[src/hdl/exec_pkg.sv]
package exec_pkg;

	typedef logic [31:0] word_t;	// Operand or result word
	typedef logic [4:0] reg_addr_t;	// Register index

	// ALU operation codes
	typedef enum logic [3:0] {
		and_op  = 4'd0,
		or_op   = 4'd1,
		add_op  = 4'd2,		// Signed add, no trap
		addu_op = 4'd3,
		movn_op = 4'd4,		// Pass rs, flag rt nonzero
		sub_op  = 4'd6,		// Also BEQ/BNE compare
		subu_op = 4'd7,
		bgez_op = 4'd8,
		slt_op  = 4'd9,
		sltu_op = 4'd10,
		nor_op  = 4'd12,
		xor_op  = 4'd13,
		bad_op  = 4'd14,	// Falls to ALU default
		lui_op  = 4'd15
	} alu_op_e;

	// Primary opcodes, instr[31:26]
	localparam logic [5:0] op_rtype = 6'h00;
	localparam logic [5:0] op_regimm = 6'h01;	// BGEZ when rt is 1
	localparam logic [5:0] op_beq = 6'h04;
	localparam logic [5:0] op_bne = 6'h05;
	localparam logic [5:0] op_addi = 6'h08;
	localparam logic [5:0] op_addiu = 6'h09;
	localparam logic [5:0] op_slti = 6'h0a;
	localparam logic [5:0] op_sltiu = 6'h0b;
	localparam logic [5:0] op_andi = 6'h0c;
	localparam logic [5:0] op_ori = 6'h0d;
	localparam logic [5:0] op_xori = 6'h0e;
	localparam logic [5:0] op_lui = 6'h0f;

	// R-type function codes, instr[5:0]
	localparam logic [5:0] fn_movn = 6'h0b;
	localparam logic [5:0] fn_add = 6'h20;
	localparam logic [5:0] fn_addu = 6'h21;
	localparam logic [5:0] fn_sub = 6'h22;
	localparam logic [5:0] fn_subu = 6'h23;
	localparam logic [5:0] fn_and = 6'h24;
	localparam logic [5:0] fn_or = 6'h25;
	localparam logic [5:0] fn_xor = 6'h26;
	localparam logic [5:0] fn_nor = 6'h27;
	localparam logic [5:0] fn_slt = 6'h2a;
	localparam logic [5:0] fn_sltu = 6'h2b;

	localparam word_t bad_result = 32'hdeadbeef;	// Marks an undefined operation

endpackage
[src/hdl/issue_stage.sv]
`timescale 1ns/1ps

module issue_stage (
	input  logic                clk,
	input  logic                rst_n,
	input  logic                instr_strobe,
	input  exec_pkg::word_t     instr,
	input  exec_pkg::word_t     rs_data,
	input  exec_pkg::word_t     rt_data,
	input  exec_pkg::alu_op_e   operation,
	input  logic                equal,
	input  logic                use_imm,
	input  logic                imm_signed,
	input  logic                dest_rt,
	input  logic                write_allowed,
	input  logic                is_branch,
	output logic                valid_q,
	output exec_pkg::word_t     a_q,
	output exec_pkg::word_t     b_q,
	output exec_pkg::alu_op_e   op_q,
	output logic                equal_q,
	output exec_pkg::reg_addr_t dest_q,
	output logic                write_allowed_q,
	output logic                is_branch_q
);
	import exec_pkg::*;

	word_t imm;	// Extended immediate
	word_t b_sel;
	reg_addr_t dest;

	assign imm = imm_signed ? {{16{instr[15]}}, instr[15:0]} : {16'b0, instr[15:0]};
	assign b_sel = use_imm ? imm : rt_data;
	assign dest = dest_rt ? instr[20:16] : instr[15:11];	// rt or rd

	always_ff @(posedge clk or negedge rst_n) begin
		if (!rst_n) begin
			valid_q <= 1'b0;
			op_q <= bad_op;
			a_q <= '0;
			b_q <= '0;
			write_allowed_q <= 1'b0;
			is_branch_q <= 1'b0;
		end else begin
			valid_q <= instr_strobe;	// One cycle per strobe
			if (instr_strobe) begin
				op_q <= operation;
				a_q <= rs_data;
				b_q <= b_sel;
				write_allowed_q <= write_allowed;
				is_branch_q <= is_branch;
			end
		end
	end

	always_ff @(posedge clk) begin
		if (instr_strobe) begin
			equal_q <= equal;
			dest_q <= dest;
		end
	end

	// Operands and destination must be known when captured
	a_decode_known: assert property (
		@(posedge clk) disable iff (!rst_n)
		instr_strobe |-> !$isunknown({rs_data, b_sel, dest})
	) else $error("issue_stage: unknown operand or destination for instr %h", instr);

endmodule

[config.mk]
export PLATFORM = sky130hd
export DESIGN_NAME = issue_stage
export DESIGN_NICKNAME = d
export VERILOG_FILES = /design/src/hdl/exec_pkg.sv /design/src/hdl/issue_stage.sv
export SDC_FILE = /design/constraint.sdc
export NUM_CORES = 1
export LEC_CHECK = 0
export BUFFER_PORTS_ARGS = -buffer_cell sky130_fd_sc_hd__buf_2
export CORE_ASPECT_RATIO = 1.5
export CORE_MARGIN = 5
export CORE_UTILIZATION = 45
export CTS_BUF_LIST = sky130_fd_sc_hd__clkbuf_4 sky130_fd_sc_hd__clkbuf_8
export DETAILED_ROUTE_END_ITERATION = 12
export PLACE_DENSITY = 0.8
export SLEW_MARGIN = 10
export SYNTH_ARGS = -nofsm -noshare
export SYNTH_HDL_FRONTEND = slang
export SYNTH_SLANG_ARGS = --single-unit
[constraint.sdc]
create_clock -name clk -period 1 [get_ports clk]
set_input_delay 0.1 -clock clk [delete_from_list [all_inputs] [get_ports clk]]
set_output_delay 0.1 -clock clk [all_outputs]
set_load 0.01 [all_outputs]
==> summary.txt <==
CTS
  • Maximum buffer depth of the clock tree: 2
  • H-Tree Depth: 3
  • CTS Buf Count: 9
  • Clock Latency Late Sink: 350 ps
  • Clk sinks: 77
  • CTS tree: yes
  • Root Driver: clkbuf_8
  • Clk pin slew, worst setup/hold paths: 80 ps

Floorplan
  • Area of the core: 6900 um^2
  • IO Pins: 186
  • Die Ht: 113 um
  • Die width: 78.8 um
  • Die area: 8910 um^2
  • Site row count: 37
  • Initial core utilization: 0.463

Yosys
  • Synth area leaders: dfrtp_1, mux2_2, mux2_4
  • Sequential fraction of the synthesis area: 0.615
  • Count leader, synth: dfrtp_1
  • Post-synth top flop: dfrtp_1
  • Netlist cell types: 15
  • Avg Inst Size Synth: 13.7 um^2
  • Top post-synthesis cells by count: dfrtp_1, nor2_1, mux2_2
  • Syn. warnings: 0
  • Cell Area, Synth: 3190 um^2
  • Area share of the largest cell type after synthesis: 0.533
  • Ys async rst share: 0.922
  • Number of synthesized flops with an enable pin: 6
  • Flops & latches, synth: 77
  • Syn nets: 342
  • Post-Synthesis Cells: 233
  • Largest area contributor in the netlist: dfrtp_1

Drt
  • Final ANT Viol Nets: 0
  • Initial DRC Count: 94
  • Post-route DRC violation count: 0
  • Drt first pass iters: 4
  • WL/cell: 17.2 um
  • Vias/cell: 4.95
  • Total routed wirelength: 9.71 mm
  • Via count: 2794

Critical path
  • CP peak stage delay: 550 ps
  • CP top delay family: flip-flops
  • CP arrival: 1010 ps
  • Crit path launch type: flip-flop
  • Critical path peak fanout: 2
  • Worst EP required: 900 ps
  • Crit. End Element: output pin
  • Worst Setup Path Type: flip-flop to output pin
  • Cell Chain, Critical Path: buf_6
  • Buf/Inv on CP: 1
  • Slowest CP cell: dfstp_2

STA
  • Slew headroom: 0.764
  • # setup viols final: 6
  • Minimum clock period: 1110 ps
  • Worst Tran Pin Value: 353 ps
  • Hold slack: 10.9 ps
  • Final setup margin: -109 ps
  • Slew Limit Fails: 0
  • Final hold violation count: 0
  • F_max: 901 MHz
  • Fin crit share: 1.11
  • RSZ-0062 raised after global routing: yes
  • Worst Clk Skew: 0 ps

Cells and area
  • Fin util: 0.741
  • Layout cells sized above 1: 0.564
  • Design area: 5110 um^2
  • Register area: 1960 um^2
  • Final Net Count: 588
  • Area growth, synth to finish: 60.2%
  • Footprint of the multi-input gates: 1100 um^2
  • # fillers: 454

Global routing
  • Global routing met1 resource utilization: 0.220
  • Global-route wire length before repair: 14.5 mm
  • Gr busiest metal: met2
  • Met2 GRT Util: 0.378
  • GRT overflow: 0
  • Initial antenna violation count: 2
  • GRT Total Usage: 0.216
  • Largest net degree at the start of global routing: 38
  • Met3 Use GR: 0.0470
  • Vias in the first global route: 3011

Pwr
  • Tot Pwr: 7.83 mW
  • Pleak: 2.53 nW
  • Max IR drop VDD: 1240 uV
  • PD cells: 1530 nW/um^2

Run status
  • Violated checks: setup timing
  • Status: finished, violations left

Placed design
  • Routability congestion estimate: 0.761
  • Port buffer count: 174
  • Dpl cell area: 4200 um^2
  • Final HPWL DP: 6.38 mm
  • Post-Place Setup Slack: 72.5 ps

Job
  • Max-Cap Viols: 0

Hold path
  • Hold Path Class: input pin to flip-flop
[through the flow]
step | TNS, ps | std cells
final | -322 | 564
after global routing | -1780 | 564
after CTS | -359 | 544
after detailed placement | 0 | 479
after global placement | 0 | 479
after floorplan | 0 | 233
[cell type report]
cell class,instances,share of cell area
clock buffer,11,0.0296
tap,78,0.0191
sequential,77,0.384
clock inverter,5,0.0115
antenna,2,0.000979
multi-input combinational,140,0.216
timing repair buffer,251,0.339
[worst paths after layout]
kind                                 to  depth (start not counted)  slack (ps)        start
worst max-delay path            op_q[3]                          1        -110      op_q[3]
worst min-delay path            b_q[25]                          3          10  rt_data[25]
worst max register to register   a_q[0]                          2          80       a_q[0]
worst min register to register  a_q[31]                          1         510      a_q[31]
max in group asynchronous       b_q[15]                          3         320        rst_n
min in group asynchronous        a_q[3]                          2         190        rst_n
[layout by cell type, fill, tap and decap left out, types with 2 or more instances in the layout]
| master | Yosys | layout |
|---|---|---|
| buf_2 | 5 | 158 |
| dfrtp_1 | 68 | 68 |
| dlygate4sd3_1 | 0 | 41 |
| nor2_1 | 32 | 32 |
| mux2_2 | 30 | 30 |
| buf_4 | 4 | 30 |
| nand2b_1 | 16 | 16 |
| a31oi_1 | 16 | 16 |
| mux2i_1 | 16 | 16 |
| a21oi_1 | 16 | 16 |
| buf_6 | 6 | 15 |
| mux2_4 | 13 | 13 |
| clkbuf_8 | 0 | 11 |
| buf_12 | 0 | 7 |
| edfxtp_1 | 6 | 6 |
| dfstp_2 | 3 | 3 |
| diode_2 | 0 | 2 |
| clkinvlp_4 | 0 | 2 |
[where the power goes]
group          internal (mW)  leakage [nW]  switching (mW)
Clock                   1.29         0.102            1.15
Combinational          0.994          1.55           0.748
Sequential              3.47         0.876           0.174
Total                   5.76          2.53            2.07
[timing repair]
| action | 4_1_cts | 5_1_grt |
|---|---|---|
| setup endpoints to repair | 15 | 70 |
| resized for setup | 5 | 12 |
| endpoints found under the hold margin | 111 | 0 |
| hold buffers | 41 | 0 |
| setup buffers | 8 | 18 |
[cells by family (layout without fill, tap and decap cells)]
logic type	count (synthesis)	in the layout	synth area share
simple gates	49	49	0.0722
other cells	0	2	0
flops	77	77	0.615
mux	59	59	0.217
compound gates	32	32	0.0565
buf+inv	16	267	0.0396
[flip-flops by register name, indices dropped and copies added (netlist names)]
name,cells
a_q,32
write_allowed_q,1
valid_q,1
op_q,4
is_branch_q,1
dest_q,5
equal_q,1
b_q,32
[routing by layer]
layer  up-vias  wire length (um)
met3        44               512
met1      1310              3410
li1       1305                 -
met2       135              5170
met4         0               627
met5         -                 0
(Power assumes the default switching activity.)
