==> config.mk <==
export PLATFORM = sky130hd
export DESIGN_NAME = register_file
export DESIGN_NICKNAME = d
export VERILOG_FILES = /design/src/hdl/exec_pkg.sv /design/src/hdl/register_file.sv
export SDC_FILE = /design/constraint.sdc
export NUM_CORES = 2
export LEC_CHECK = 0
export BUFFER_PORTS_ARGS = -buffer_cell sky130_fd_sc_hd__buf_2
export CAP_MARGIN = 20
export CORE_MARGIN = 1.5
export CORE_UTILIZATION = 35
export DETAILED_ROUTE_END_ITERATION = 8
export GPL_TIMING_DRIVEN = 0
export SYNTH_ARGS = -nofsm -noshare
export SYNTH_HDL_FRONTEND = slang
export SYNTH_SLANG_ARGS = --single-unit
export TNS_END_PERCENT = 20
==> constraint.sdc <==
create_clock -name clk -period 2.4 [get_ports clk]
set_input_delay 0.12 -clock clk [delete_from_list [all_inputs] [get_ports clk]]
set_output_delay 0.12 -clock clk [all_outputs]
set_load 0.005 [all_outputs]
==> src/hdl/exec_pkg.sv <==
package exec_pkg;

	typedef logic [31:0] word_t;	// Operand or result word
	typedef logic [4:0] reg_addr_t;	// Register index

	// ALU operation codes
	typedef enum logic [3:0] {
		and_op  = 4'd0,
		or_op   = 4'd1,
		add_op  = 4'd2,		// Signed add, no trap
		addu_op = 4'd3,
		movn_op = 4'd4,		// Pass rs, flag rt nonzero
		sub_op  = 4'd6,		// Also BEQ/BNE compare
		subu_op = 4'd7,
		bgez_op = 4'd8,
		slt_op  = 4'd9,
		sltu_op = 4'd10,
		nor_op  = 4'd12,
		xor_op  = 4'd13,
		bad_op  = 4'd14,	// Falls to ALU default
		lui_op  = 4'd15
	} alu_op_e;

	// Primary opcodes, instr[31:26]
	localparam logic [5:0] op_rtype = 6'h00;
	localparam logic [5:0] op_regimm = 6'h01;	// BGEZ when rt is 1
	localparam logic [5:0] op_beq = 6'h04;
	localparam logic [5:0] op_bne = 6'h05;
	localparam logic [5:0] op_addi = 6'h08;
	localparam logic [5:0] op_addiu = 6'h09;
	localparam logic [5:0] op_slti = 6'h0a;
	localparam logic [5:0] op_sltiu = 6'h0b;
	localparam logic [5:0] op_andi = 6'h0c;
	localparam logic [5:0] op_ori = 6'h0d;
	localparam logic [5:0] op_xori = 6'h0e;
	localparam logic [5:0] op_lui = 6'h0f;

	// R-type function codes, instr[5:0]
	localparam logic [5:0] fn_movn = 6'h0b;
	localparam logic [5:0] fn_add = 6'h20;
	localparam logic [5:0] fn_addu = 6'h21;
	localparam logic [5:0] fn_sub = 6'h22;
	localparam logic [5:0] fn_subu = 6'h23;
	localparam logic [5:0] fn_and = 6'h24;
	localparam logic [5:0] fn_or = 6'h25;
	localparam logic [5:0] fn_xor = 6'h26;
	localparam logic [5:0] fn_nor = 6'h27;
	localparam logic [5:0] fn_slt = 6'h2a;
	localparam logic [5:0] fn_sltu = 6'h2b;

	localparam word_t bad_result = 32'hdeadbeef;	// Marks an undefined operation

endpackage
==> src/hdl/register_file.sv <==
`timescale 1ns/1ps

module register_file (
	input  logic                clk,
	input  logic                rst_n,
	input  exec_pkg::reg_addr_t rs_addr,
	input  exec_pkg::reg_addr_t rt_addr,
	output exec_pkg::word_t     rs_data,
	output exec_pkg::word_t     rt_data,
	input  logic                wr_en,
	input  exec_pkg::reg_addr_t wr_addr,
	input  exec_pkg::word_t     wr_data
);
	import exec_pkg::*;

	word_t regs [32];	// regs[0] stays zero

	// Write port, r0 never written
	always_ff @(posedge clk or negedge rst_n) begin
		if (!rst_n) begin
			for (int i = 0; i < 32; i++) begin
				regs[i] <= '0;	// All registers clear
			end
		end else if (wr_en && wr_addr != '0) begin
			regs[wr_addr] <= wr_data;
		end
	end

	// Reads see a write landing in the same cycle
	assign rs_data = (rs_addr == '0) ? '0 :
		(wr_en && wr_addr == rs_addr) ? wr_data : regs[rs_addr];
	assign rt_data = (rt_addr == '0) ? '0 :
		(wr_en && wr_addr == rt_addr) ? wr_data : regs[rt_addr];

	// Writeback must filter r0 destinations
	a_no_r0_write: assert property (
		@(posedge clk) disable iff (!rst_n)
		!(wr_en && wr_addr == '0)
	) else $error("register_file: write strobe to r0");

endmodule

==> run summary <==
Skew final: 0 ns
Failing checks: negative setup slack
Crit-path max cell delay: 0.43 ns
WL final: 238000 microns
Final hold vios: 0
Synthesized cell area: 54500 sq um
I/O pins: 114
Depth of the most critical reg-to-reg path: 2
Average routed wire per standard cell: 38.5 microns
Worst min path class: in -> reg
Setup tns final: -20.64 ns
Hold Crit Start: wr_addr[1]
Setup crit end kind: output pin
Slew headroom: 15.4%
Post-synthesis sequential area ratio: 47.0%
Max reg flops: 1024
RD Place Congestion: 0.995
CTS buffer count: 114
First-pass GRT wire length: 325000 microns
Max-slew violation count: 0
CORE AREA: 154000 sq um
P&R area growth vs syn: 19.9%
# nets final: 4091
Buffers on Ports: 102
Final Cycle Share: 119%
Seq cells post-synth: 1024
Core Util, Final: 42.4%
WS Path Type: in -> out
Die width: 398 microns
Post-synth EDFFs: 0
Largest net degree at the start of global routing: 165
WHS: 0.0763 ns
Die ar.: 158000 sq um
Tot GR Track Use: 29.8%
Status: finished with violations
Post-route DRC: 0
H-tree levels: 3
Placed Cells: 5905
Gate Count Post-Synth: 3673
Critical path data arrival time: 2.73 ns
# Max-Cap Violations: 0
Half-perimeter wire length after placement: 166000 microns
Hold endpoint: regs[512]$_DFFE_PN0P_
Tmin final: 2.85 ns
Synthesized Nets: 3723
Synth Flop Type: dfrtp_1
Max Root-Sink Buffers: 3
Proportion of layout cells with a drive suffix above 1: 49.9%
Unique cell type count in the Yosys netlist: 53
# setup viols final: 64
Max Clk Rate: 351 MHz
Pleak: 0.0281 uW
Pwr Density: 820 nW/um^2
Largest Register: regs
Starting Density: 35.3%
Violation count after the first detailed-route iteration: 5347
CP max stage cell: clkbuf_2
Antenna violations before repair: 22
Die extent in y: 398 microns
WP data required: 2.28 ns
Row count: 144
RR Startpoint: regs[764]$_DFFE_PN0P_
Worst slew pin tran: 1.27 ns
RSZ-0062 raised after global routing: true
Yosys warns: 0
CTS tree: yes
Largest regs: regs x1024
Peak supply drop: 0.650 mV
Worst-Skew Late Latency: 0.76 ns
Via/cell ratio: 6.49
Clock sinks: 1024
Final cell count without fillers: 6189
Reg clk slew, reported paths: 0.07 ns
Fin worst setup slack: -0.449 ns
Crit path max fanout: 10
Total gr overflow: 0
Pre-antenna DRT Iters: 7
Syn_area_per_cell: 14.9 sq um
CTS Root Cell: clkbuf_16
Via count: 40200
Crit start category: primary input
Buffers plus inverters on the worst setup path: 6
CP top delay family: buffers and inverters
Cell Chain, Critical Path: buf_2 -> and2_1 -> buf_4 -> buf_4 -> clkbuf_2 -> buf_8 -> a22oi_1 -> a21oi_1 -> a22o_1 -> buf_2
Worst Hold Depth: 4
Register-to-register setup slack: 1.48 ns
Share of flip-flops with an asynchronous set or reset: 100%
Vias in the first global route: 39500
RR Endpoint: regs[764]$_DFFE_PN0P_
DRT antenna net count: 0
report_power, final:
part / internal (uW) / leakage [uW] / total (uW) / switching [uW]
clock: 10700 / 0.00193 / 18500 / 7800
sequential: 20600 / 0.0131 / 23000 / 2430
combinational: 6520 / 0.0130 / 12200 / 5640
total: 37700 / 0.0281 / 53600 / 15900
layout make-up:
type	instances	area [sq um]
clock buffers	176	3550
well taps	2044	2560
diodes	11	27.5
repair buffers	257	2820
clock inverters	33	352
flip-flops and latches	1024	25600
inverters	1	3.75
fillers	14000	89000
plain buffers	432	2570
multi-input cells	2211	27900
metrics by stage:
stage	worst slack [ns]	area [sq um]	power, uW
global placement	-21.97	57600	33700
CTS	-0.422	64700	53000
finish	-0.449	65400	53600
global route	-0.442	65400	55200
floorplan	0.377	54500	29900
detailed placement	-1.61	59200	34200
synth_stat cells (all sizes together) (7+ instances only):
library cell	count	share of area, %
a2111oi	41	0.83
a22o	71	1.1
a32o	10	0.18
mux2	995	21
nand2	38	0.26
o221ai	43	0.69
dfrtp	1024	47
mux2i	227	4.2
o22ai	44	0.50
o211ai	17	0.23
o21a	8	0.11
clkbuf	249	1.7
xnor2	8	0.13
o21ai	10	0.092
mux4	412	17
nand3b	7	0.096
o221a	12	0.25
a22oi	95	1.3
a221o	12	0.22
buf	188	1.9
nor2b	7	0.080
a21oi	84	0.77
nor2	24	0.17
worst min-delay path, cell delays in order:
cell	delay (ns)
buf_4	0.16
nand3_1	0.15
nor2_1	0.14
mux2_2	0.24
routing by layer:
metal	GRT usage [%]	part of all wire [%]	vias to the layer above
met3	12.4	14	781
met5	0.242	0.061	-
met2	42.1	42	2914
met4	18.2	7.1	10
met1	37.8	37	21400
li1	-	-	15100
cells in the final DEF (no fill, tap or decap), drive strengths merged, types with 3 or more instances in the layout:
| cell type | synthesis | routed |
|---|---|---|
| o21a | 8 | 8 |
| xnor2 | 8 | 8 |
| a211oi | 4 | 4 |
| bufinv | 0 | 5 |
| dfrtp | 1024 | 1024 |
| a221oi | 6 | 6 |
| and3b | 3 | 3 |
| mux2i | 227 | 227 |
| nand2b | 3 | 3 |
| clkinv | 0 | 22 |
| o221ai | 43 | 43 |
| nor3b | 5 | 5 |
| a21oi | 84 | 84 |
| nor2b | 7 | 7 |
| o211ai | 17 | 17 |
| dlygate4sd3 | 0 | 33 |
| inv | 1 | 4 |
| nor2 | 24 | 24 |
| clkbuf | 249 | 425 |
| nand3b | 7 | 7 |
| nand2 | 38 | 38 |
| clkinvlp | 0 | 3 |
| o21ai | 10 | 10 |
| a32o | 10 | 10 |
| o221a | 12 | 12 |
| a22o | 71 | 71 |
| mux4 | 412 | 412 |
| mux2 | 995 | 995 |
| buf | 188 | 403 |
| o22ai | 44 | 44 |
| a2111oi | 41 | 41 |
| a221o | 12 | 12 |
| diode | 0 | 11 |
| a22oi | 95 | 95 |
| o22a | 6 | 6 |
repair_timing:
item                                    in CTS  in global routing
cloned                                       0                  0
hold buffers                                34                  2
endpoints found under the setup margin      64                134
gates resized for setup                    313                119
buffers inserted                            20                  9
hold endpoints to repair                   273                112
pin swaps                                   72                 34
kinds of logic after synthesis:
family | synth area share (%)
DFF | 47.0
and+or+nand+nor | 0.938
xor gates and xnor gates | 0.161
buffers and inverters | 3.58
AOI/OAI and AO/OA | 6.62
muxes | 41.7
how the worst max path moves through the flow:
stage / start / endpoint / slack (ns) / depth (start not counted)
floorplan: rt_addr[0] / rt_data[7] / 0.38 / 7
global placement: rst_n / regs[228]$_DFFE_PN0P_ / -21.97 / 1
detailed placement: rs_addr[3] / rs_data[0] / -1.61 / 8
CTS: regs[592]$_DFFE_PN0P_ / rs_data[16] / -0.42 / 6
global route: regs[581]$_DFFE_PN0P_ / rs_data[5] / -0.44 / 6
finish: rs_addr[3] / rs_data[2] / -0.45 / 10
Power figures use the tool's default switching activity.
