--- src/hdl/exec_pkg.sv ---
package exec_pkg;

	typedef logic [31:0] word_t;	// Operand or result word
	typedef logic [4:0] reg_addr_t;	// Register index

	// ALU operation codes
	typedef enum logic [3:0] {
		and_op  = 4'd0,
		or_op   = 4'd1,
		add_op  = 4'd2,		// Signed add, no trap
		addu_op = 4'd3,
		movn_op = 4'd4,		// Pass rs, flag rt nonzero
		sub_op  = 4'd6,		// Also BEQ/BNE compare
		subu_op = 4'd7,
		bgez_op = 4'd8,
		slt_op  = 4'd9,
		sltu_op = 4'd10,
		nor_op  = 4'd12,
		xor_op  = 4'd13,
		bad_op  = 4'd14,	// Falls to ALU default
		lui_op  = 4'd15
	} alu_op_e;

	// Primary opcodes, instr[31:26]
	localparam logic [5:0] op_rtype = 6'h00;
	localparam logic [5:0] op_regimm = 6'h01;	// BGEZ when rt is 1
	localparam logic [5:0] op_beq = 6'h04;
	localparam logic [5:0] op_bne = 6'h05;
	localparam logic [5:0] op_addi = 6'h08;
	localparam logic [5:0] op_addiu = 6'h09;
	localparam logic [5:0] op_slti = 6'h0a;
	localparam logic [5:0] op_sltiu = 6'h0b;
	localparam logic [5:0] op_andi = 6'h0c;
	localparam logic [5:0] op_ori = 6'h0d;
	localparam logic [5:0] op_xori = 6'h0e;
	localparam logic [5:0] op_lui = 6'h0f;

	// R-type function codes, instr[5:0]
	localparam logic [5:0] fn_movn = 6'h0b;
	localparam logic [5:0] fn_add = 6'h20;
	localparam logic [5:0] fn_addu = 6'h21;
	localparam logic [5:0] fn_sub = 6'h22;
	localparam logic [5:0] fn_subu = 6'h23;
	localparam logic [5:0] fn_and = 6'h24;
	localparam logic [5:0] fn_or = 6'h25;
	localparam logic [5:0] fn_xor = 6'h26;
	localparam logic [5:0] fn_nor = 6'h27;
	localparam logic [5:0] fn_slt = 6'h2a;
	localparam logic [5:0] fn_sltu = 6'h2b;

	localparam word_t bad_result = 32'hdeadbeef;	// Marks an undefined operation

endpackage
--- src/hdl/writeback_stage.sv ---
`timescale 1ns/1ps

module writeback_stage (
	input  logic                clk,
	input  logic                rst_n,
	input  logic                valid_q,
	input  exec_pkg::alu_op_e   op_q,
	input  exec_pkg::reg_addr_t dest_q,
	input  logic                write_allowed_q,
	input  logic                is_branch_q,
	input  exec_pkg::word_t     alu_result,
	input  logic                alu_zero,
	input  logic                alu_movn,
	output logic                result_valid,
	output exec_pkg::word_t     result,
	output logic                wr_en,
	output exec_pkg::reg_addr_t wr_addr,
	output logic                branch_taken
);
	import exec_pkg::*;

	logic do_write;

	// No r0 writes, MOVN only with rt nonzero
	assign do_write = valid_q && write_allowed_q && (dest_q != '0) &&
		(op_q != movn_op || alu_movn);

	always_ff @(posedge clk or negedge rst_n) begin
		if (!rst_n) begin
			result_valid <= 1'b0;
			wr_en <= 1'b0;
			branch_taken <= 1'b0;
		end else begin
			result_valid <= valid_q;	// Strobe plus two cycles
			wr_en <= do_write;
			branch_taken <= valid_q && is_branch_q && alu_zero;
		end
	end

	always_ff @(posedge clk) begin
		if (valid_q) begin
			result <= alu_result;
			wr_addr <= dest_q;
		end
	end

endmodule

--- config.mk ---
export PLATFORM = sky130hd
export DESIGN_NAME = writeback_stage
export DESIGN_NICKNAME = d
export VERILOG_FILES = /design/src/hdl/exec_pkg.sv /design/src/hdl/writeback_stage.sv
export SDC_FILE = /design/constraint.sdc
export NUM_CORES = 1
export LEC_CHECK = 0
export BUFFER_PORTS_ARGS = -buffer_cell sky130_fd_sc_hd__buf_4
export CELL_PAD_IN_SITES_DETAIL_PLACEMENT = 1
export CELL_PAD_IN_SITES_GLOBAL_PLACEMENT = 2
export CORE_ASPECT_RATIO = 0.6
export CORE_MARGIN = 1.5
export CORE_UTILIZATION = 25
export DETAILED_ROUTE_END_ITERATION = 8
export PLACE_DENSITY = 0.77
export RECOVER_POWER = 50
export SKIP_CTS_REPAIR_TIMING = 1
export SYNTH_ARGS = -nofsm -noshare
export SYNTH_HDL_FRONTEND = slang
export SYNTH_SLANG_ARGS = --single-unit
--- constraint.sdc ---
create_clock -name clk -period 0.8 [get_ports clk]
set_input_delay 0.16 -clock clk [delete_from_list [all_inputs] [get_ports clk]]
set_output_delay 0.16 -clock clk [all_outputs]
set_load 0.01 [all_outputs]
==> results.json, run 1 <==
{
  "synth_xor_xnor_area_share_pct": 0,
  "detail-route-antenna-nets": 0,
  "worstPathCellList": "buf_6",
  "synth_compound_area_share_pct": 0,
  "die_w_um": 93.4,
  "slew_viol_final": 0,
  "endpoint_kind": "output port",
  "port_buffers": 87,
  "tightest_slew_ns": 0.441,
  "wl_per_cell_um": 13.0,
  "hpwl_um": 2140,
  "synth_common_cells": "edfxtp_1, dfrtp_1",
  "gr-total-overflow": 0,
  "cts_buffers": 5,
  "power.leakage_nw": 0.925,
  "die_h_um": 57.2,
  "drc": 0,
  "hp-class": "primary input to flip-flop",
  "nFillCells": 453,
  "ir_worst_vdd_mv": 0.920,
  "outcome": "complete, but fails checks",
  "finalWirelength_um": 2710,
  "synth_edf_count": 37,
  "totalPowerFinal_w": 0.00439,
  "grt_max_degree": 23,
  "max_stage_delay_ns": 0.41,
  "rsz0062_at_grt": "true",
  "p_per_area_mw_per_mm2": 1980,
  "crit_family": "flip-flops",
  "first_pass_iters": 2,
  "clkSinkCount": 40,
  "ys_seq_area_share_pct": 96.8,
  "yosys.area.top_type": "edfxtp_1",
  "finalCritPeriodShare_pct": 124,
  "synth_fa_ha_area_share_pct": 0,
  "n_antenna_cell": 0,
  "synth_top_area_share_pct": 90.7,
  "setup_tns_ns": -6.23,
  "h-tree-depth": 2,
  "fp-row-count": 19,
  "cap_violations": 0,
  "yosys.cell_count.top_type": "edfxtp_1",
  "max_freq_mhz": 1010,
  "dpl-instance-area_mm2": 0.00200,
  "path_buf_inv": 1,
  "critPathKind": "flip-flop to output port",
  "postSynthCellCount": 47,
  "slew_headroom_pct": 70.6,
  "drive_gt1_share_pct": 65.1,
  "synth-simple-area-share_pct": 3.17,
  "synth_seq_cells": 40,
  "synth_top_family_by_area": "simple AND/OR/NAND/NOR gates",
  "startpoint_type": "flip-flop",
  "synthMuxAreaShare_pct": 0,
  "async_flop_share_pct": 7.50,
  "syn_area_mm2": 0.00122,
  "violations": "setup timing",
  "cts_tree": "done",
  "period_minus_slack_ns": 0.993,
  "setup_ws_ns": -0.193,
  "antenna_found_initial": 0,
  "holdCritStartpoint": "alu_result[20]",
  "core-area_mm2": 0.00464,
  "yosys_most_used_dff": "edfxtp_1",
  "grt_pass1_wl_um": 4050,
  "synth_cell_type_count": 9,
  "syn-num-nets": 95,
  "yosys_warnings": 0,
  "synth.avg_cell_area_um2": 26.1,
  "clkTransAtPathRegs_ns": 0.07,
  "grt_use_total_pct": 10.4,
  "cp_slowest_cell": "edfxtp_1",
  "gp_congestion": 0.620,
  "num_io_pins": 88,
  "vias_per_cell": 3.94,
  "synth_area_leaders": "edfxtp_1, dfrtp_1, or4_1, and3_1, nand2b_1",
  "grt_pass1_vias": 899,
  "finalNetCount": 193,
  "initial_utilization_pct": 26.4,
  "hold_viol_final": 0,
  "path_max_fanout": 1,
  "clockBufferDepth": 2,
  "required_ns": 0.64,
  "root_buffer": "clkbuf_8",
  "startpoint": "result[17]",
  "drt_iter0_drc": 17,
  "route.vias.total": 823,
  "fin_util_pct": 47.9,
  "placed_cells": 199,
  "fp.dieArea_mm2": 0.00534,
  "syn2layout_area_growth_pct": 81.3,
  "worstPathArrival_ns": 0.83,
  "post-route-cell-area_mm2": 0.00222,
  "setup_viol": 41,
  "finalNonFillerCells": 209
}
[routing by layer]
layer / global-route usage [%] / wire length, µm / vias up
met3: 5.73 / 409 / 2
met1: 11.5 / 976 / 387
met4: 3.90 / 14 / 0
met2: 17.0 / 1310 / 54
met5: 0 / 0 / -
li1: - / - / 380
[metrics by stage]
stage / setup slack [ns] / hold slack, ns
2_1_floorplan: -0.125 / -0.136
3_3_place_gp: -0.287 / -0.0468
3_5_place_dp: -0.308 / -0.0439
4_1_cts: -0.219 / -0.358
5_1_grt: -0.233 / 0.0521
6_report: -0.193 / 0.0706
[area by class of cell]
class | instances | area (µm²) | area share, %
clock buffers | 7 | 76.3 | 3.44
clock inverters | 1 | 5.00 | 0.225
multi-input cells | 7 | 55.1 | 2.48
flip-flops and latches | 40 | 1190 | 53.4
well taps | 63 | 78.8 | 3.55
repair buffers | 91 | 820 | 36.9
[placed cells by master, fill, tap and decap left out]
| cell type | count |
|---|---|
| buf_6 | 37 |
| nor4_1 | 1 |
| nand2b_1 | 1 |
| clkbuf_4 | 33 |
| nand2_1 | 1 |
| clkbuf_1 | 6 |
| nor2_4 | 1 |
| dlygate4sd3_1 | 1 |
| dfrtp_1 | 3 |
| buf_4 | 14 |
| clkbuf_2 | 1 |
| buf_12 | 1 |
| clkinv_2 | 1 |
| or4_4 | 1 |
| edfxtp_1 | 37 |
| and3_1 | 1 |
| nor3_2 | 1 |
| clkbuf_8 | 5 |
[where the power goes]
part           switching (W)  internal, W
clock               0.000616     0.000611
combinational       0.000218     0.000412
sequential         0.0000697      0.00247
total               0.000904      0.00349
[sequential cells by signal, summed over array words and instances (netlist names)]
name,cells
branch_taken,1
wr_en,1
result_valid,1
result,32
wr_addr,5
[path summary, 6_finish.rpt]
| kind | end | slack (ns) | cells past startpoint |
|---|---|---|---|
| max in group asynchronous | wr_en | 0.41 | 2 |
| min in group asynchronous | branch_taken | 0.21 | 2 |
| worst max-delay path | result[17] | -0.19 | 1 |
| worst min-delay path | result[20] | 0.07 | 1 |
[cell families (layout without fill, tap and decap cells)]
group | count (synthesis) | count (layout)
buf+inv | 0 | 99
flops | 40 | 40
simple gates | 7 | 7
Power figures use the tool's default switching activity.
==> run 2: changes to the inputs <==
HOLD_SLACK_MARGIN = 0.08   (was not set)
RECOVER_POWER = not set   (was 50)
==> run 2 against run 1 <==
The run still ends with setup timing left. Sequential share of layout area down 8.0 points. Hold slack improved by 0.046 ns. Fmax down 0.72%. Count of clock-buffer cells in the layout is the same. Combinational power grew 29%. Routed wire length rose by 27%. First-iteration DRC count increased by 53%. Design area is 18% higher. Largest cell class is now buffers. Largest power group unchanged. Highest routed layer unchanged.
==> results.json, run 2 (synthesis results as in run 1) <==
{
  "initial_utilization_pct": 26.4,
  "first_pass_iters": 2,
  "crit_family": "flip-flops",
  "setup_viol": 48,
  "drc": 0,
  "critPathKind": "flip-flop to output port",
  "whs_ns": 0.116,
  "clockBufferDepth": 2,
  "tightest_slew_ns": 0.346,
  "nFillCells": 455,
  "die_w_um": 93.4,
  "route.vias.total": 967,
  "drt_iter0_drc": 26,
  "setup_ws_ns": -0.200,
  "antenna_found_initial": 0,
  "totalPowerFinal_w": 0.00460,
  "wl_per_cell_um": 14.0,
  "slew_headroom_pct": 76.7,
  "slew_viol_final": 0,
  "final_cell_mix": "buf_4, buf_6, dlygate4sd3_1, edfxtp_1, clkbuf_8",
  "rsz0062_at_grt": "true",
  "finalCritPeriodShare_pct": 125,
  "whs_path_depth": 2,
  "root_buffer": "clkbuf_8",
  "h-tree-depth": 2,
  "finalNetCount": 229,
  "core-area_mm2": 0.00464,
  "port_buffers": 87,
  "vias_per_cell": 3.95,
  "syn2layout_area_growth_pct": 113,
  "hold_end": "branch_taken",
  "outcome": "complete, but fails checks",
  "hpwl_um": 2140,
  "largest_register": "result",
  "fp.dieArea_mm2": 0.00534,
  "p_per_area_mw_per_mm2": 1760,
  "num_io_pins": 88,
  "hold_viol_final": 0,
  "ir_worst_vdd_mv": 0.954,
  "finalNonFillerCells": 245,
  "cap_violations": 0,
  "holdCritStartpoint": "is_branch_q",
  "worstPathCellList": "buf_6",
  "gr-total-overflow": 0,
  "cts_buffers": 5,
  "startpoint_type": "flip-flop",
  "gp_congestion": 0.620,
  "grt_pass1_wl_um": 4050,
  "fp-row-count": 19,
  "cp_slowest_cell": "edfxtp_1",
  "grt_max_degree": 23,
  "endpoint_kind": "output port",
  "path_max_fanout": 1,
  "finalWirelength_um": 3440,
  "die_h_um": 57.2,
  "dp_worst_setup_slack_ns": -0.308,
  "period_minus_slack_ns": 1.00,
  "largestRegisters": "result: 32 flops, wr_addr: 5 flops",
  "detail-route-antenna-nets": 0,
  "hp-class": "primary input to flip-flop",
  "worstPathArrival_ns": 0.84,
  "grt_pass1_vias": 899,
  "power.leakage_nw": 1.10,
  "drive_gt1_share_pct": 54.4,
  "clkTransAtPathRegs_ns": 0.08,
  "cts_tree": "done",
  "setup_tns_ns": -6.60,
  "largest_reg_flops": 32,
  "grt_use_total_pct": 10.4,
  "max_freq_mhz": 1000,
  "clkSinkCount": 40,
  "max_stage_delay_ns": 0.41,
  "required_ns": 0.64,
  "path_buf_inv": 1,
  "n_antenna_cell": 0,
  "placed_cells": 199,
  "violations": "setup timing",
  "final_common_cell": "buf_4"
}
-- run 2: routing by layer --
layer	wire, µm	track usage [%]
met5	0	0
met4	14	3.90
met3	364	5.73
met2	1880	17.0
met1	1180	11.5
-- run 2: worst max path at each step --
stage	to	cells past startpoint	slack (ns)	from
CTS	result[17]	1	-0.22	result[17]
floorplan	wr_en	3	-0.13	dest_q[0]
global placement	wr_en	4	-0.29	dest_q[0]
finish	result[0]	1	-0.20	result[0]
global route	result[17]	1	-0.23	result[17]
detailed placement	wr_en	4	-0.31	dest_q[0]
-- run 2: area by class of cell --
type / count / area, µm² / area share [%]
timing repair buffer: 127 / 1210 / 46.4
sequential: 40 / 1190 / 45.4
tap: 63 / 78.8 / 3.01
clock buffer: 7 / 76.3 / 2.92
multi-input combinational: 7 / 55.1 / 2.11
clock inverter: 1 / 5.00 / 0.191
-- run 2: stage by stage --
stage / util (%) / instance area [µm²]
after CTS: 44.8 / 2080
after detailed placement: 43.1 / 2000
after global routing: 56.4 / 2620
final: 56.4 / 2620
after global placement: 43.1 / 2000
after floorplan: - / 1220
-- run 2: report_power, final --
part           switching, W  internal, W
clock              0.000638     0.000612
combinational      0.000257     0.000553
sequential        0.0000747      0.00247
