### config.mk
export PLATFORM = sky130hd
export DESIGN_NAME = alu_control
export DESIGN_NICKNAME = d
export VERILOG_FILES = /design/src/hdl/exec_pkg.sv /design/src/hdl/alu_control.sv
export SDC_FILE = /design/constraint.sdc
export NUM_CORES = 1
export LEC_CHECK = 0
export BUFFER_PORTS_ARGS = -buffer_cell sky130_fd_sc_hd__buf_4
export CAP_MARGIN = 15
export CORE_AREA = 2 2 39 41
export DETAILED_ROUTE_END_ITERATION = 6
export DIE_AREA = 0 0 41 43
export GPL_TIMING_DRIVEN = 0
export PLACE_DENSITY_LB_ADDON = 0.12
export SLEW_MARGIN = 20
export SYNTH_ARGS = -nofsm -noshare
export SYNTH_HDL_FRONTEND = slang
export SYNTH_SLANG_ARGS = --single-unit
### constraint.sdc
create_clock -name vclk -period 1.2
set_input_delay 0.06 -clock vclk [all_inputs]
set_output_delay 0.06 -clock vclk [all_outputs]
set_load 0.02 [all_outputs]
### src/hdl/exec_pkg.sv
package exec_pkg;

	typedef logic [31:0] word_t;	// Operand or result word
	typedef logic [4:0] reg_addr_t;	// Register index

	// ALU operation codes
	typedef enum logic [3:0] {
		and_op  = 4'd0,
		or_op   = 4'd1,
		add_op  = 4'd2,		// Signed add, no trap
		addu_op = 4'd3,
		movn_op = 4'd4,		// Pass rs, flag rt nonzero
		sub_op  = 4'd6,		// Also BEQ/BNE compare
		subu_op = 4'd7,
		bgez_op = 4'd8,
		slt_op  = 4'd9,
		sltu_op = 4'd10,
		nor_op  = 4'd12,
		xor_op  = 4'd13,
		bad_op  = 4'd14,	// Falls to ALU default
		lui_op  = 4'd15
	} alu_op_e;

	// Primary opcodes, instr[31:26]
	localparam logic [5:0] op_rtype = 6'h00;
	localparam logic [5:0] op_regimm = 6'h01;	// BGEZ when rt is 1
	localparam logic [5:0] op_beq = 6'h04;
	localparam logic [5:0] op_bne = 6'h05;
	localparam logic [5:0] op_addi = 6'h08;
	localparam logic [5:0] op_addiu = 6'h09;
	localparam logic [5:0] op_slti = 6'h0a;
	localparam logic [5:0] op_sltiu = 6'h0b;
	localparam logic [5:0] op_andi = 6'h0c;
	localparam logic [5:0] op_ori = 6'h0d;
	localparam logic [5:0] op_xori = 6'h0e;
	localparam logic [5:0] op_lui = 6'h0f;

	// R-type function codes, instr[5:0]
	localparam logic [5:0] fn_movn = 6'h0b;
	localparam logic [5:0] fn_add = 6'h20;
	localparam logic [5:0] fn_addu = 6'h21;
	localparam logic [5:0] fn_sub = 6'h22;
	localparam logic [5:0] fn_subu = 6'h23;
	localparam logic [5:0] fn_and = 6'h24;
	localparam logic [5:0] fn_or = 6'h25;
	localparam logic [5:0] fn_xor = 6'h26;
	localparam logic [5:0] fn_nor = 6'h27;
	localparam logic [5:0] fn_slt = 6'h2a;
	localparam logic [5:0] fn_sltu = 6'h2b;

	localparam word_t bad_result = 32'hdeadbeef;	// Marks an undefined operation

endpackage
### src/hdl/alu_control.sv
`timescale 1ns/1ps

module alu_control (
	input  exec_pkg::word_t   instr,
	output exec_pkg::alu_op_e operation,
	output logic              equal,		// BEQ sense
	output logic              use_imm,		// B from immediate
	output logic              imm_signed,	// Sign-extend immediate
	output logic              dest_rt,		// Destination is rt
	output logic              write_allowed,
	output logic              is_branch
);
	import exec_pkg::*;

	logic [5:0] opcode;
	logic [5:0] funct;
	reg_addr_t rt;
	logic i_type;	// Immediate arithmetic/logic form

	assign opcode = instr[31:26];
	assign funct = instr[5:0];
	assign rt = instr[20:16];

	always_comb begin
		operation = bad_op;	// Unknown unless matched
		equal = 1'b0;
		imm_signed = 1'b0;
		write_allowed = 1'b0;
		is_branch = 1'b0;
		i_type = 1'b0;

		case (opcode)
			op_rtype: begin
				write_allowed = 1'b1;
				case (funct)
					fn_and:  operation = and_op;
					fn_or:   operation = or_op;
					fn_xor:  operation = xor_op;
					fn_nor:  operation = nor_op;
					fn_add:  operation = add_op;
					fn_addu: operation = addu_op;
					fn_sub:  operation = sub_op;
					fn_subu: operation = subu_op;
					fn_slt:  operation = slt_op;
					fn_sltu: operation = sltu_op;
					fn_movn: operation = movn_op;
					default: write_allowed = 1'b0;	// Unknown funct
				endcase
			end
			op_regimm: begin
				if (rt == 5'd1) begin	// BGEZ only
					operation = bgez_op;
					is_branch = 1'b1;
				end
			end
			op_beq: begin
				operation = sub_op;
				equal = 1'b1;
				is_branch = 1'b1;
			end
			op_bne: begin
				operation = sub_op;
				is_branch = 1'b1;
			end
			op_addi:  begin operation = add_op;  imm_signed = 1'b1; i_type = 1'b1; end
			op_addiu: begin operation = addu_op; imm_signed = 1'b1; i_type = 1'b1; end
			op_slti:  begin operation = slt_op;  imm_signed = 1'b1; i_type = 1'b1; end
			op_sltiu: begin operation = sltu_op; imm_signed = 1'b1; i_type = 1'b1; end
			op_andi:  begin operation = and_op;  i_type = 1'b1; end	// Zero-extended
			op_ori:   begin operation = or_op;   i_type = 1'b1; end
			op_xori:  begin operation = xor_op;  i_type = 1'b1; end
			op_lui:   begin operation = lui_op;  i_type = 1'b1; end
			default: ;	// bad_op, no write, no branch
		endcase

		if (i_type) begin
			write_allowed = 1'b1;
		end
	end

	assign use_imm = i_type;
	assign dest_rt = i_type;	// I-type writes rt

endmodule

==> results of run 1 <==
cell usage in the layout, fill, tap and decap left out:
cell type	netlist	layout
nor3_1	3	3
nand2_1	3	3
nor3b_1	2	1
a22oi_1	1	1
nor2b_1	2	2
a311oi_1	1	1
nor3b_2	0	1
nand2b_4	0	1
a21oi_1	3	2
a31oi_1	1	1
a21boi_1	1	1
nand2b_1	3	2
or2_2	2	2
clkbuf_2	0	2
and3b_1	1	1
inv_1	1	1
o211ai_1	2	2
a221oi_1	1	1
o21ai_0	2	2
buf_2	1	1
nand3_2	0	1
buf_4	1	23
nand3_1	4	3
nor2_1	6	6
nand3b_1	2	2
a2111oi_4	0	1
buf_6	0	3
a21oi_2	0	1
and3_1	1	1
nor4_1	1	1
xor2_1	2	2
nor3_2	1	1
buf_8	0	1
o31ai_1	1	1
o32ai_2	1	1
power groups by stage:
stage	Combinational [mW]	Sequential (mW)	Clock [mW]
finish	0.183	0	0
global route	0.198	0	0
CTS	0.179	0	0
detailed placement	0.163	0	0
global placement	0.163	0	0
floorplan	0.0816	0	0
area by class of cell:
type               count  area share
plain buffers          4      0.0373
inverters              1     0.00622
multi-input cells     48       0.568
well taps             16      0.0332
repair buffers        26       0.355
per-stage QoR:
step	area [um^2]	util	hold slack [ps]	cells	setup slack (ps)
3_5_place_dp	528	0.382	479	93	-189
5_1_grt	603	0.436	513	95	-154
2_1_floorplan	328	-	311	53	11.5
4_1_cts	578	0.418	479	94	-45.0
3_3_place_gp	528	0.382	470	93	-185
6_report	603	0.436	482	95	-53.6
routing by layer:
layer | vias to the layer above | routed length (um) | GRT usage
li1 | 250 | - | -
met1 | 211 | 482 | 0.171
met2 | 19 | 531 | 0.219
met3 | 0 | 90 | 0
met4 | 0 | 0 | 0
met5 | - | 0 | 0
timing repair:
item / 4_1_cts / 5_1_grt
setup endpoints to repair: 3 / 4
buffers inserted: 1 / 1
pin swaps: 3 / 1
resized for setup: 9 / 4
critical path, delay by kind of cell:
family,cells,cell delay (ps)
compound gates,2,580
simple gates,2,260
buf+inv,2,290
final timing paths:
check / start / to / slack (ps) / depth (start not counted)
max: instr[2] / operation[0] / -50 / 6
min: instr[30] / operation[3] / 480 / 4
kinds of logic (layout without fill, tap and decap cells):
family                 Yosys count  after routing  share of synthesized area
AO/OA/AOI/OAI                   15             15                      0.344
AND/OR/NAND/NOR                 31             31                      0.531
XOR/XNOR                         2              2                     0.0534
buffers and inverters            5             31                     0.0725
==> flow_metrics.py, run 1 <==
metrics = {
    "status": {
        "status": "finished, violations left",
        "violations": "setup timing",
    },
    "yosys": {
        "synth_nets": 85,
        "synth_cells": 53,
        "syn_area_um2": 328,
        "ys_warn_count": 0,
        "synth_most_common_cell": "nor2_1",
        "synth_top_area_share": 0.0687,
        "synth_cell_types": 29,
        "yosysSeqAreaShare": 0,
        "syn_avg_cell_area_um2": 6.19,
        "synth_common_cells": "nor2_1 (6), nand3_1 (4)",
        "synth_area_leaders": "nor2_1 (6.9%), nand3_1 (6.1%), nand2b_1 (5.7%)",
        "yosysTopAreaCell": "nor2_1",
    },
    "routing": {
        "via_per_inst": 5.05,
        "drt_iter0_drc": 11,
        "dr.pass1.iters": 4,
        "remaining_drc_errors": 0,
        "num_vias": 480,
        "avgRoutedWirePerCell_um": 11.6,
        "wl_um": 1110,
        "postRouteAntennaNets": 0,
    },
    "critical_path": {
        "worstPathCellList": "buf_8 > nand2b_4 > a2111oi_4 > nand3_2 > o32ai_2 > buf_4",
        "critical_path.startpoint_type": "input port",
        "required_ps": 1140,
        "cp_max_fo": 6,
        "criticalPathCategory": "input port to output pin",
        "slowest_delay_ps": 310,
        "setup.worst_path.end_class": "output pin",
        "cp_slowest_cell": "a2111oi_4",
        "arrival_ps": 1190,
    },
    "pwr": {
        "switching_power_mw": 0.0933,
        "switching_share": 0.510,
        "p_comb_frac": 1.000,
        "clkPwrFrac": 0,
        "leakage_nw": 0.263,
        "ir_worst_vdd_v": 0.000141,
        "pwr-share-seq": 0,
        "power_density_nw_per_um2": 303,
        "power.internal_mw": 0.0896,
        "total_power_mw": 0.183,
    },
    "layout": {
        "nNetsFinal": 113,
        "nClkBuffers": 0,
        "multiInputGateArea_um2": 343,
        "diodes": 0,
        "areaGrowthSynthToFinish_pct": 84.0,
        "regArea_um2": 0,
        "seq_cell_count": 0,
        "n_fill_cell": 157,
        "drive_gt1_frac": 0.494,
    },
    "sta": {
        "fmax_mhz": 798,
        "final-hold-violation-count": 0,
        "setup_tns_ps": -97.6,
        "period_needed_ps": 1250,
        "rsz0062_at_grt": "true",
        "tightest_slew_ps": 316,
        "slew_violations": 0,
        "post-route-period-util": 1.04,
        "finalWorstSetupSlack_ps": -53.6,
        "setup_viol": 2,
        "slew_headroom": 0.788,
    },
    "floorplan": {
        "die_y_um": 43,
        "io_pins": 42,
        "die_width_um": 41,
        "die_area_um2": 1760,
        "start_util": 0.237,
        "core_region_area_um2": 1380,
        "rows": 14,
    },
    "placed_design": {
        "dpl.hpwl_um": 799,
        "portBuffers": 24,
        "gp_congestion": 0.655,
    },
    "global_routing": {
        "grt_start_max_net_pins": 11,
        "grt_pass1_wl_um": 1620,
        "grt_antenna_before_repair": 0,
        "grt_pass1_vias": 394,
        "overflow": 0,
        "track_usage": 0.124,
    },
    "run": {
        "drv_cap": 0,
    },
    "min_path": {
        "hp-class": "input port to output pin",
    },
    "clocking": {
        "hold_buffers": 0,
    },
}
Note: power is estimated with default switching activity, not from simulation.
==> run 2: changes to the inputs <==
--- a/config.mk
+++ b/config.mk
@@ -7,9 +7,11 @@
 export LEC_CHECK = 0
 export BUFFER_PORTS_ARGS = -buffer_cell sky130_fd_sc_hd__buf_4
 export CAP_MARGIN = 15
-export CORE_AREA = 2 2 39 41
+export CELL_PAD_IN_SITES_DETAIL_PLACEMENT = 1
+export CELL_PAD_IN_SITES_GLOBAL_PLACEMENT = 2
+export CORE_ASPECT_RATIO = 1.5
+export CORE_UTILIZATION = 14
 export DETAILED_ROUTE_END_ITERATION = 6
-export DIE_AREA = 0 0 41 43
 export GPL_TIMING_DRIVEN = 0
 export PLACE_DENSITY_LB_ADDON = 0.12
 export SLEW_MARGIN = 20
==> flow_metrics.py, run 2 (synthesis results as in run 1) <==
metrics = {
    "status": {
        "status": "finished, violations left",
        "violations": "setup timing",
    },
    "critical_path": {
        "setup.worst_path.end_class": "output pin",
        "endpoint": "operation[0]",
        "required_ps": 1140,
        "arrival_ps": 1150,
        "cp_max_fo": 4,
        "critical_path.startpoint_type": "input port",
        "criticalPathCategory": "input port to output pin",
        "critPathLaunch": "instr[2]",
    },
    "layout": {
        "layout_commonest_cell": "buf_4",
        "drive_gt1_frac": 0.525,
        "n_fill_cell": 284,
        "regArea_um2": 0,
        "areaGrowthSynthToFinish_pct": 92.4,
        "seq_cell_count": 0,
        "nClkBuffers": 0,
        "fin_area_um2": 631,
        "diodes": 0,
        "multiInputGateArea_um2": 362,
        "final_cell_mix": "buf_4 (26), nor2_1 (5), nand2_1 (3), nand3_1 (3)",
        "nNetsFinal": 114,
    },
    "routing": {
        "wl_um": 1370,
        "drt_iter0_drc": 2,
        "num_vias": 507,
        "dr.pass1.iters": 2,
        "remaining_drc_errors": 0,
        "postRouteAntennaNets": 0,
        "avgRoutedWirePerCell_um": 13.3,
        "via_per_inst": 4.92,
    },
    "sta": {
        "slew_violations": 0,
        "period_needed_ps": 1210,
        "tightest_slew_ps": 317,
        "finalWorstSetupSlack_ps": -10.5,
        "fin_hold_ws_ps": 488,
        "fmax_mhz": 826,
        "final-hold-violation-count": 0,
        "rsz0062_at_grt": "true",
        "slew_headroom": 0.788,
        "setup_viol": 1,
        "post-route-period-util": 1.01,
    },
    "global_routing": {
        "grt_pass1_wl_um": 2180,
        "grt_antenna_before_repair": 0,
        "grt_pass1_vias": 482,
        "grt_start_max_net_pins": 11,
        "overflow": 0,
        "track_usage": 0.104,
    },
    "pwr": {
        "ir_worst_vdd_v": 0.000112,
        "leakage_nw": 0.270,
        "power_density_nw_per_um2": 313,
        "total_power_mw": 0.197,
    },
    "floorplan": {
        "rows": 21,
        "die_y_um": 61.3,
        "start_util": 0.147,
        "io_pins": 42,
        "die_width_um": 41.5,
        "die_area_um2": 2540,
        "core_region_area_um2": 2230,
    },
    "run": {
        "drv_cap": 0,
    },
    "min_path": {
        "hp-class": "input port to output pin",
        "hold_depth": 4,
    },
    "placed_design": {
        "postPlaceCellArea_um2": 537,
        "portBuffers": 24,
        "gp_congestion": 0.631,
        "dpl.hpwl_um": 1080,
    },
}
run 2: changes by cell type in the layout (fill, tap and decap cells not counted), sizes merged:
cell	before	now
buf	28	30
clkbuf	2	1
run 2: worst min path at each step:
stage	from	end	slack [ps]
detailed placement	instr[30]	operation[3]	490
global route	instr[30]	operation[3]	510
CTS	instr[30]	operation[3]	490
finish	instr[30]	operation[3]	490
floorplan	instr[30]	operation[3]	310
global placement	instr[30]	operation[3]	480
run 2: report_power, final:
part	switching (mW)	internal, mW
sequential	0	0
combinational	0.102	0.0956
clock	0	0
total	0.102	0.0956
run 2: worst max-delay path, stage by stage:
cell       delay (ps)
buf_8             100
nand2b_4          140
a2111oi_4         290
nand3_2           120
o32ai_2           260
buf_4             180
run 2: metrics by stage:
step / cells / util / setup TNS (ps) / worst slack [ps]
2_1_floorplan: 53 / - / 0 / 11.5
3_3_place_gp: 100 / 0.240 / -510 / -236
3_5_place_dp: 100 / 0.240 / -421 / -221
4_1_cts: 103 / 0.273 / -50.4 / -50.4
5_1_grt: 103 / 0.282 / -116 / -78.2
6_report: 103 / 0.282 / -10.5 / -10.5
run 2: what timing repair did:
action | CTS | global route
setup endpoints to repair | 4 | 4
cloned | 0 | 0
setup buffers | 3 | 0
pin swaps | 4 | 2
gates resized for setup | 11 | 5
hold buffers | 0 | 0
run 2: per-layer routing:
layer  wire length (um)  up-vias  GRT usage  part of all wire
li1                   -      252          -                 -
met1                511      238      0.118              0.37
met2                796       17      0.225              0.58
met3                 66        0    0.00293             0.048
met4                  0        0          0                 0
met5                  0        -          0                 0
run 2: cell type report:
cell class | instances | share of cell area
inverters | 1 | 0.00595
multi-input cells | 48 | 0.573
plain buffers | 4 | 0.0357
well taps | 23 | 0.0456
repair buffers | 27 | 0.339
